--- config.mk ---
export PLATFORM = sky130hd
export DESIGN_NAME = calendar_clock_top
export DESIGN_NICKNAME = d
export VERILOG_FILES = /design/src/clock_pkg.sv /design/src/calendar_clock_top.sv /design/src/digit_formatter.sv /design/src/key_debounce.sv /design/src/setting_editor.sv /design/src/timekeeper.sv
export SDC_FILE = /design/constraint.sdc
export NUM_CORES = 1
export LEC_CHECK = 0
export BUFFER_PORTS_ARGS = -buffer_cell sky130_fd_sc_hd__buf_2
export CAP_MARGIN = 40
export CORE_ASPECT_RATIO = 0.7
export CORE_MARGIN = 5
export CORE_UTILIZATION = 58
export CTS_CLUSTER_DIAMETER = 50
export DETAILED_ROUTE_END_ITERATION = 6
export GPL_TIMING_DRIVEN = 0
export PLACE_DENSITY = 0.75
export SLEW_MARGIN = 40
export SYNTH_ARGS = -nofsm -noshare
export SYNTH_HDL_FRONTEND = slang
export SYNTH_SLANG_ARGS = --single-unit
--- constraint.sdc ---
create_clock -name clk_in -period 21.5 [get_ports clk_in]
set_input_delay 3.225 -clock clk_in [delete_from_list [all_inputs] [get_ports clk_in]]
set_output_delay 3.225 -clock clk_in [all_outputs]
set_load 0.05 [all_outputs]
--- src/clock_pkg.sv ---
`default_nettype none

package clock_pkg;

    ////////////////////////////////////////////////////////////
    // field types
    ////////////////////////////////////////////////////////////

    typedef logic [13:0] year_t;    // 1 .. 9999
    typedef logic [3:0]  month_t;   // 1 .. 12
    typedef logic [4:0]  day_t;     // 1 .. 31
    typedef logic [4:0]  hour_t;    // 0 .. 23
    typedef logic [5:0]  minsec_t;  // 0 .. 59
    typedef logic [3:0]  digit_t;   // one bcd display digit
    typedef logic [2:0]  cursor_t;  // edit field index

    // sw[2:0] codes, anything else reads as idle
    typedef enum logic [2:0] {
        mode_idle      = 3'b000,
        mode_date_set  = 3'b001,
        mode_time_show = 3'b010,
        mode_time_set  = 3'b011,
        mode_date_show = 3'b110
    } mode_t;

    ////////////////////////////////////////////////////////////
    // calendar helper
    ////////////////////////////////////////////////////////////

    function automatic day_t days_in_month(year_t y, month_t m);
        logic leap;
        leap = ((y % 14'd4 == 14'd0) && (y % 14'd100 != 14'd0)) || (y % 14'd400 == 14'd0);
        case (m)
            4'd2:                    return leap ? 5'd29 : 5'd28;
            4'd4, 4'd6, 4'd9, 4'd11: return 5'd30;
            default:                 return 5'd31;
        endcase
    endfunction

endpackage

`default_nettype wire

--- src/calendar_clock_top.sv ---
`default_nettype none

module calendar_clock_top #(
    parameter int debounce_cycles = 25000
) (
    input  logic               clk_in,
    input  logic               rst,
    input  logic [2:0]         sw,
    input  logic [1:0]         key,        // active low
    input  logic               tick_1hz,
    output clock_pkg::digit_t  digit1,
    output clock_pkg::digit_t  digit2,
    output clock_pkg::digit_t  digit3,
    output clock_pkg::digit_t  digit4,
    output clock_pkg::digit_t  digit5,
    output clock_pkg::digit_t  digit6,
    output clock_pkg::digit_t  digit7,
    output clock_pkg::digit_t  digit8
);

    import clock_pkg::*;

    logic    move_press;
    logic    inc_press;
    logic    time_run;
    logic    date_run;
    mode_t   mode;
    year_t   year_set, year;
    month_t  mon_set, mon;
    day_t    day_set, day;
    hour_t   hour_set, hour;
    minsec_t min_set, min;
    minsec_t sec_set, sec;

    ////////////////////////////////////////////////////////////
    // keys
    ////////////////////////////////////////////////////////////

    key_debounce #(.debounce_cycles(debounce_cycles)) move_deb (
        .clk_in(clk_in), .rst(rst), .key_n(key[0]), .press(move_press)
    );

    key_debounce #(.debounce_cycles(debounce_cycles)) inc_deb (
        .clk_in(clk_in), .rst(rst), .key_n(key[1]), .press(inc_press)
    );

    ////////////////////////////////////////////////////////////
    // edit, count, display
    ////////////////////////////////////////////////////////////

    setting_editor editor (
        .clk_in(clk_in), .rst(rst), .sw(sw),
        .move_press(move_press), .inc_press(inc_press), .mode(mode),
        .year_set(year_set), .mon_set(mon_set), .day_set(day_set),
        .hour_set(hour_set), .min_set(min_set), .sec_set(sec_set),
        .time_run(time_run), .date_run(date_run)
    );

    timekeeper keeper (
        .clk_in(clk_in), .rst(rst), .tick_1hz(tick_1hz),
        .time_run(time_run), .date_run(date_run),
        .year_set(year_set), .mon_set(mon_set), .day_set(day_set),
        .hour_set(hour_set), .min_set(min_set), .sec_set(sec_set),
        .year(year), .mon(mon), .day(day), .hour(hour), .min(min), .sec(sec)
    );

    digit_formatter formatter (
        .clk_in(clk_in), .rst(rst), .mode(mode),
        .year_set(year_set), .mon_set(mon_set), .day_set(day_set),
        .hour_set(hour_set), .min_set(min_set), .sec_set(sec_set),
        .year(year), .mon(mon), .day(day), .hour(hour), .min(min), .sec(sec),
        .digit1(digit1), .digit2(digit2), .digit3(digit3), .digit4(digit4),
        .digit5(digit5), .digit6(digit6), .digit7(digit7), .digit8(digit8)
    );

endmodule

`default_nettype wire

--- src/digit_formatter.sv ---
`default_nettype none

module digit_formatter (
    input  logic                clk_in,
    input  logic                rst,
    input  clock_pkg::mode_t    mode,
    input  clock_pkg::year_t    year_set,
    input  clock_pkg::month_t   mon_set,
    input  clock_pkg::day_t     day_set,
    input  clock_pkg::hour_t    hour_set,
    input  clock_pkg::minsec_t  min_set,
    input  clock_pkg::minsec_t  sec_set,
    input  clock_pkg::year_t    year,
    input  clock_pkg::month_t   mon,
    input  clock_pkg::day_t     day,
    input  clock_pkg::hour_t    hour,
    input  clock_pkg::minsec_t  min,
    input  clock_pkg::minsec_t  sec,
    output clock_pkg::digit_t   digit1,
    output clock_pkg::digit_t   digit2,
    output clock_pkg::digit_t   digit3,
    output clock_pkg::digit_t   digit4,
    output clock_pkg::digit_t   digit5,
    output clock_pkg::digit_t   digit6,
    output clock_pkg::digit_t   digit7,
    output clock_pkg::digit_t   digit8
);

    import clock_pkg::*;

    logic    show_date;
    logic    use_set;   // edit modes show the set registers
    year_t   sel_year;
    month_t  sel_mon;
    day_t    sel_day;
    hour_t   sel_hour;
    minsec_t sel_min;
    minsec_t sel_sec;
    digit_t  nxt [1:8];

    // decimal digit of v at the given power of ten
    function automatic digit_t dec_digit(year_t v, year_t weight);
        return digit_t'((v / weight) % 14'd10);
    endfunction

    always_comb begin
        show_date = (mode == mode_date_set) || (mode == mode_date_show);
        use_set   = (mode == mode_date_set) || (mode == mode_time_set);
        sel_year  = use_set ? year_set : year;
        sel_mon   = use_set ? mon_set  : mon;
        sel_day   = use_set ? day_set  : day;
        sel_hour  = use_set ? hour_set : hour;
        sel_min   = use_set ? min_set  : min;
        sel_sec   = use_set ? sec_set  : sec;
        if (show_date) begin
            nxt[1] = dec_digit(sel_year, 14'd1000);
            nxt[2] = dec_digit(sel_year, 14'd100);
            nxt[3] = dec_digit(sel_year, 14'd10);
            nxt[4] = dec_digit(sel_year, 14'd1);
            nxt[5] = dec_digit(14'(sel_mon), 14'd10);
            nxt[6] = dec_digit(14'(sel_mon), 14'd1);
            nxt[7] = dec_digit(14'(sel_day), 14'd10);
            nxt[8] = dec_digit(14'(sel_day), 14'd1);
        end else begin
            nxt[1] = dec_digit(14'(sel_hour), 14'd10);
            nxt[2] = dec_digit(14'(sel_hour), 14'd1);
            nxt[3] = dec_digit(14'(sel_min), 14'd10);
            nxt[4] = dec_digit(14'(sel_min), 14'd1);
            nxt[5] = dec_digit(14'(sel_sec), 14'd10);
            nxt[6] = dec_digit(14'(sel_sec), 14'd1);
            nxt[7] = 4'd0;     // unused in time modes
            nxt[8] = 4'd0;
        end
    end

    always_ff @(posedge clk_in or negedge rst) begin
        if (!rst) begin
            digit1 <= '0;
            digit2 <= '0;
            digit3 <= '0;
            digit4 <= '0;
            digit5 <= '0;
            digit6 <= '0;
            digit7 <= '0;
            digit8 <= '0;
        end else if (mode != mode_idle) begin   // idle freezes the display
            digit1 <= nxt[1];
            digit2 <= nxt[2];
            digit3 <= nxt[3];
            digit4 <= nxt[4];
            digit5 <= nxt[5];
            digit6 <= nxt[6];
            digit7 <= nxt[7];
            digit8 <= nxt[8];
        end
    end

endmodule

`default_nettype wire

--- src/key_debounce.sv ---
`default_nettype none

module key_debounce #(
    parameter int debounce_cycles = 25000
) (
    input  logic clk_in,
    input  logic rst,
    input  logic key_n,
    output logic press
);

    localparam int cnt_w = (debounce_cycles > 1) ? $clog2(debounce_cycles) : 1;
    localparam logic [cnt_w-1:0] cnt_last = cnt_w'(debounce_cycles - 1);

    logic [cnt_w-1:0] cnt;    // low time of the key
    logic             full;   // press already reported
    logic             hit;

    assign hit = (cnt == cnt_last);

    // saturates at cnt_last while the key stays down
    always_ff @(posedge clk_in or negedge rst) begin
        if (!rst) begin
            cnt <= '0;
        end else if (key_n) begin
            cnt <= '0;            // released, start over
        end else if (!hit) begin
            cnt <= cnt + 1'b1;
        end
    end

    always_ff @(posedge clk_in or negedge rst) begin
        if (!rst) begin
            full <= 1'b0;
        end else if (key_n) begin
            full <= 1'b0;
        end else if (hit) begin
            full <= 1'b1;         // held until release
        end
    end

    always_ff @(posedge clk_in or negedge rst) begin
        if (!rst) begin
            press <= 1'b0;
        end else begin
            press <= hit && !full && !key_n;
        end
    end

    press_single_cycle: assert property (@(posedge clk_in) disable iff (!rst)
        press |=> !press);

endmodule

`default_nettype wire

--- src/setting_editor.sv ---
`default_nettype none

module setting_editor (
    input  logic                                 clk_in,
    input  logic                                 rst,
    input  logic [$bits(clock_pkg::mode_t)-1:0]  sw,
    input  logic                                 move_press,
    input  logic                                 inc_press,
    output clock_pkg::mode_t                     mode,
    output clock_pkg::year_t                     year_set,
    output clock_pkg::month_t                    mon_set,
    output clock_pkg::day_t                      day_set,
    output clock_pkg::hour_t                     hour_set,
    output clock_pkg::minsec_t                   min_set,
    output clock_pkg::minsec_t                   sec_set,
    output logic                                 time_run,
    output logic                                 date_run
);

    import clock_pkg::*;

    mode_t   mode_next;
    cursor_t cursor;
    cursor_t cursor_step;       // cursor after a move, before clamping
    cursor_t cursor_last;
    digit_t  y_thou, y_hund, y_tens, y_unit;
    year_t   year_sum;
    day_t    day_last;
    logic    move_only;
    logic    inc_only;
    logic    editing;

    function automatic digit_t next_digit(digit_t d);
        return (d == 4'd9) ? 4'd0 : d + 4'd1;
    endfunction

    ////////////////////////////////////////////////////////////
    // mode and cursor
    ////////////////////////////////////////////////////////////

    always_comb begin
        case (sw)
            mode_date_set, mode_time_set, mode_time_show, mode_date_show:
                mode_next = mode_t'(sw);
            default:
                mode_next = mode_idle;  // 111, 101, 100 fall back here
        endcase
    end

    assign move_only = move_press && !inc_press;   // both at once is dropped
    assign inc_only  = inc_press && !move_press;
    assign editing   = (mode == mode_date_set) || (mode == mode_time_set);

    always_comb begin
        cursor_last = (mode == mode_date_set) ? 3'd5 : 3'd2;
        cursor_step = cursor;
        if (move_only && editing) begin
            cursor_step = (cursor >= cursor_last) ? 3'd0 : cursor + 3'd1;
        end
    end

    always_ff @(posedge clk_in or negedge rst) begin
        if (!rst) begin
            mode   <= mode_idle;
            cursor <= '0;
        end else begin
            mode   <= mode_next;
            // time set has only three fields
            cursor <= ((mode_next == mode_time_set) && (cursor_step > 3'd2)) ? 3'd0
                                                                            : cursor_step;
        end
    end

    ////////////////////////////////////////////////////////////
    // set date
    ////////////////////////////////////////////////////////////

    assign year_sum = 14'd1000 * y_thou + 14'd100 * y_hund + 14'd10 * y_tens + 14'(y_unit);
    assign year_set = (year_sum == '0) ? 14'd1 : year_sum;   // 0000 reads as 0001
    assign day_last = days_in_month(year_set, mon_set);

    always_ff @(posedge clk_in or negedge rst) begin
        if (!rst) begin
            y_thou  <= 4'd0;
            y_hund  <= 4'd0;
            y_tens  <= 4'd0;
            y_unit  <= 4'd1;
            mon_set <= 4'd1;
            day_set <= 5'd1;
        end else if (inc_only && (mode == mode_date_set)) begin
            case (cursor)
                3'd0: y_thou <= next_digit(y_thou);
                3'd1: y_hund <= next_digit(y_hund);
                3'd2: y_tens <= next_digit(y_tens);
                3'd3: y_unit <= next_digit(y_unit);
                3'd4: mon_set <= (mon_set == 4'd12) ? 4'd1 : mon_set + 4'd1;
                3'd5: day_set <= (day_set >= day_last) ? 5'd1 : day_set + 5'd1;
                default: ;
            endcase
        end
    end

    ////////////////////////////////////////////////////////////
    // set time
    ////////////////////////////////////////////////////////////

    always_ff @(posedge clk_in or negedge rst) begin
        if (!rst) begin
            hour_set <= '0;
            min_set  <= '0;
            sec_set  <= '0;
        end else if (inc_only && (mode == mode_time_set)) begin
            case (cursor)
                3'd0: hour_set <= (hour_set == 5'd23) ? 5'd0 : hour_set + 5'd1;
                3'd1: min_set  <= (min_set == 6'd59) ? 6'd0 : min_set + 6'd1;
                3'd2: sec_set  <= (sec_set == 6'd59) ? 6'd0 : sec_set + 6'd1;
                default: ;
            endcase
        end
    end

    // run enables stay on once the show mode was seen
    always_ff @(posedge clk_in or negedge rst) begin
        if (!rst) begin
            time_run <= 1'b0;
            date_run <= 1'b0;
        end else begin
            if (mode == mode_time_show) time_run <= 1'b1;
            if (mode == mode_date_show) date_run <= 1'b1;
        end
    end

    cursor_in_range: assert property (@(posedge clk_in) disable iff (!rst)
        (cursor <= 3'd5) && ((mode != mode_time_set) || (cursor <= 3'd2)));

endmodule

`default_nettype wire

--- src/timekeeper.sv ---
`default_nettype none

module timekeeper (
    input  logic                clk_in,
    input  logic                rst,
    input  logic                tick_1hz,
    input  logic                time_run,
    input  logic                date_run,
    input  clock_pkg::year_t    year_set,
    input  clock_pkg::month_t   mon_set,
    input  clock_pkg::day_t     day_set,
    input  clock_pkg::hour_t    hour_set,
    input  clock_pkg::minsec_t  min_set,
    input  clock_pkg::minsec_t  sec_set,
    output clock_pkg::year_t    year,
    output clock_pkg::month_t   mon,
    output clock_pkg::day_t     day,
    output clock_pkg::hour_t    hour,
    output clock_pkg::minsec_t  min,
    output clock_pkg::minsec_t  sec
);

    import clock_pkg::*;

    logic time_loaded;
    logic date_loaded;
    logic midnight;     // this tick rolls 23:59:59 over
    day_t day_last;

    assign midnight = tick_1hz && time_loaded &&
                      (hour == 5'd23) && (min == 6'd59) && (sec == 6'd59);
    assign day_last = days_in_month(year, mon);

    ////////////////////////////////////////////////////////////
    // time of day
    ////////////////////////////////////////////////////////////

    always_ff @(posedge clk_in or negedge rst) begin
        if (!rst) begin
            time_loaded <= 1'b0;
            hour        <= '0;
            min         <= '0;
            sec         <= '0;
        end else if (tick_1hz) begin
            if (!time_loaded) begin
                if (time_run) begin       // first tick only copies
                    time_loaded <= 1'b1;
                    hour        <= hour_set;
                    min         <= min_set;
                    sec         <= sec_set;
                end
            end else if (sec != 6'd59) begin
                sec <= sec + 6'd1;
            end else begin
                sec <= '0;
                if (min != 6'd59) begin
                    min <= min + 6'd1;
                end else begin
                    min  <= '0;
                    hour <= (hour == 5'd23) ? 5'd0 : hour + 5'd1;
                end
            end
        end
    end

    ////////////////////////////////////////////////////////////
    // calendar
    ////////////////////////////////////////////////////////////

    always_ff @(posedge clk_in or negedge rst) begin
        if (!rst) begin
            date_loaded <= 1'b0;
            year        <= 14'd1;
            mon         <= 4'd1;
            day         <= 5'd1;
        end else if (tick_1hz) begin
            if (!date_loaded) begin
                if (date_run) begin
                    date_loaded <= 1'b1;
                    year        <= year_set;
                    mon         <= mon_set;
                    day         <= day_set;
                end
            end else if (midnight) begin
                if (day >= day_last) begin
                    day <= 5'd1;
                    if (mon == 4'd12) begin
                        mon  <= 4'd1;
                        year <= (year == 14'd9999) ? 14'd1 : year + 14'd1;
                    end else begin
                        mon <= mon + 4'd1;
                    end
                end else begin
                    day <= day + 5'd1;
                end
            end
        end
    end

    fields_legal: assert property (@(posedge clk_in) disable iff (!rst)
        (hour <= 5'd23) && (min <= 6'd59) && (sec <= 6'd59) &&
        (mon >= 4'd1) && (mon <= 4'd12) && (day >= 5'd1) &&
        (year >= 14'd1) && (year <= 14'd9999));

endmodule

`default_nettype wire

==> qor.yml <==
floorplanning:
  rows: 52
  die-area_sq_mm: 0.0331
  core_area_sq_mm: 0.0290
  start_util_pct: 59.0
  die_width_um: 215
  io_pins: 40
  die-height_um: 154
clocking:
  clock_latency_ns: 0.44
  cts_hold_buffers: 0
  clockRootBuffer: "clkbuf_16"
  clock_path_buffers: 2
  clock_sinks: 155
  htree_levels: 4
  cts_made_buffers: 17
  post_cts_buffers: 0
  cts.clk_slew.worst_paths_ns: 0.08
  cts-resized-gates: 0
  cts_tree: "yes"
placed_design:
  place_worst_setup_slack_ns: 9.53
  io_buffers: 34
  place.gp.congestion: 0.930
  dp_hpwl_um: 36700
  place_area_sq_mm: 0.0179
timing:
  hold_violations: 0
  worst_pin_slew_ns: 0.932
  rsz0062_at_grt: "no"
  slew_headroom_pct: 37.7
  setup_tns_ns: 0
  finalMaxSlewViolations: 0
  max_freq_mhz: 81.2
  finClkSkew_ns: 0.0205
  period_share_pct: 57.3
  fin_hold_ws_ns: 0.432
  fin_ws_ns: 9.18
  min_period_ns: 12.32
  setup_viol: 0
logic_synthesis:
  synth_area_sq_mm: 0.0171
  synth_flop_cell: "dfrtp_1"
  synthArstFlopShare_pct: 100
  seq_area_frac_synth_pct: 22.7
  synth_edf_count: 0
  synth_cells: 2220
  synth-seq-cells: 155
  avgSynthCellArea_sq_um: 7.71
  yosysWarnings: 0
  synthDistinctLibCells: 115
final_layout:
  fin_nets: 2406
  mostFrequentLayoutCells: "nand2_1 (244), nor2_1 (210), o21ai_0 (177)"
  drive_above_1_share_pct: 8.95
  antenna_cells: 0
  syn2layout_area_growth_pct: 8.22
  layout_commonest_cell: "nand2_1"
  final_area_sq_mm: 0.0185
  nFillCells: 2492
setup_path:
  path_max_fanout: 9
  rr_worst_depth: 46
  r2r_start: "editor.y_thou[2]$_DFFE_PN0P_"
  worstSetupPathType: "register to register"
  crit_top_cell: "ha_1"
  worstReg2RegEnd: "editor.day_set[3]$_DFFE_PN0P_"
  worst_ep_arrival_time_ns: 12.66
  cp-end-kind: "register"
  cp-start-kind: "register"
  crit_path_top_delay_cell: "fa_1"
  critPathRequiredTime_ns: 21.84
  critPathMaxStageDelay_ns: 0.69
  r2r_slack_ns: 9.18
pwr:
  p_per_area_mw_per_mm2: 46.2
  power_leakage_uw: 0.00802
  vdd_drop_max_v: 0.0000430
  power_uw: 855
drt:
  avgRoutedWirePerCell_um: 18.1
  drc_errors: 1
  vias: 17400
  drt_pass1_iterations: 7
  drt_iter0_drc: 2364
  final_antenna_net_count: 0
  drt-total-wl_um: 48300
  routed_via_density: 6.52
hold_path:
  min_from: "inc_deb.full$_DFFE_PN0P_"
  hp-class: "register to register"
  hold_path_depth: 1
  min_to: "inc_deb.press$_DFF_PN0_"
outcome:
  outcome: "finished, violations left"
  failed_checks: "design-rule violations"
global_route:
  grt_pass1_vias: 15900
  antenna_found_initial: 0
  grt.total_usage_pct: 28.1
  grt-ovfl-total: 0
  grt_pass1_wl_um: 79400
  grt_max_degree: 74
job:
  cap_violations: 0
[final cells by class]
cell class	instances	area, sq um	share of cell area [%]
multi-input cells	1863	12500	67.3
flip-flops and latches	155	3890	21.0
plain buffers	106	477	2.57
well taps	378	473	2.55
clock buffers	17	425	2.30
inverters	98	368	1.99
repair buffers	36	235	1.27
clock inverters	15	199	1.07
[per-layer routing]
metal | vias up | wire length (um) | GRT usage (%)
met4 | 0 | 696 | 5.15
met5 | - | 0 | 0
met1 | 8180 | 22600 | 42.2
met2 | 822 | 20600 | 42.7
li1 | 8304 | - | -
met3 | 82 | 4330 | 5.50
[state kept, by name, indices dropped and copies added, names as in the netlist, 5 cells and up]
name	flops
keeper.year	14
inc_deb.cnt	15
editor.sec_set	6
move_deb.cnt	15
keeper.min	6
keeper.day	5
keeper.sec	6
editor.day_set	5
editor.min_set	6
keeper.hour	5
editor.hour_set	5
[kinds of logic after synthesis]
family / Yosys count / share of synthesized area [%]
xor gates and xnor gates: 113 / 6.00
other: 1 / 0.0219
DFF: 155 / 22.7
muxes: 67 / 4.40
AOI/OAI and AO/OA: 730 / 29.1
adders and majority gates: 129 / 10.1
and+or+nand+nor: 821 / 22.8
buffers and inverters: 204 / 4.93
[worst max-delay path: cells and delay by family, from the launching register on]
| kind | cells | cell delay, ns |
|---|---|---|
| flops | 1 | 0.51 |
| mux | 2 | 0.82 |
| fa+ha+maj | 8 | 2.92 |
| xor+xnor | 4 | 1.18 |
| simple gates | 9 | 1.61 |
| compound gates | 21 | 4.93 |
| buf+inv | 2 | 0.22 |
[synth_stat cells (9+ instances only)]
cell       count  area, sq um
nand2b_1      21          131
buf_2         11         55.1
ha_1         104         1300
xnor2_1       72          631
nor4_1        10         62.6
o21a_1        18          135
o31a_1        11         96.3
o211ai_1      31          233
o31ai_1       14          105
nand2_1      244          916
nor2b_1       20          125
inv_1         96          360
a31oi_1       31          194
a22oi_1       14          105
and2_1        28          175
fa_1          17          340
o21ai_1       13         65.1
nand3_1       93          465
o2111ai_1      9         78.8
o22ai_1       19          119
nor3b_1       11         82.6
nor3_1        61          305
or3_1         21          131
a21oi_1      155          776
a21boi_1       9         67.6
o21ai_0      177          886
a211oi_1      28          210
dfrtp_1      149         3730
xor2_1        36          315
and3_1        33          206
o32ai_1       10         87.6
mux2_2        18          203
a22o_1        20          175
nand4_1       19          119
clkbuf_1      77          289
a21o_1        31          233
nor2_1       210          788
mux2i_1       43          430
or2_2         12         75.1
[stage by stage]
step / util [%] / cells
floorplan: - / 2222
global route: 63.8 / 2668
detailed placement: 61.5 / 2636
global placement: 61.2 / 2634
CTS: 63.7 / 2668
finish: 63.8 / 2668
[report_power, final]
group,internal [uW],leakage [uW],switching [uW]
registers,309,0.00206,14.5
logic,69.6,0.00565,142
clock network,169,0.000300,151
[worst max-delay path by stage]
stage	startpoint	to	slack, ns	cells after the start
6_report	editor.y_thou[2]$_DFFE_PN0P_	editor.day_set[3]$_DFFE_PN0P_	9.18	46
5_1_grt	editor.y_thou[2]$_DFFE_PN0P_	editor.day_set[3]$_DFFE_PN0P_	8.34	46
4_1_cts	editor.y_thou[2]$_DFFE_PN0P_	editor.day_set[3]$_DFFE_PN0P_	9.41	46
3_5_place_dp	editor.y_thou[2]$_DFFE_PN0P_	editor.day_set[3]$_DFFE_PN0P_	9.53	46
3_3_place_gp	editor.y_thou[2]$_DFFE_PN0P_	editor.day_set[3]$_DFFE_PN0P_	9.64	46
2_1_floorplan	editor.y_thou[2]$_DFFE_PN0P_	editor.day_set[3]$_DFFE_PN0P_	10.87	47
(Power assumes the default switching activity.)
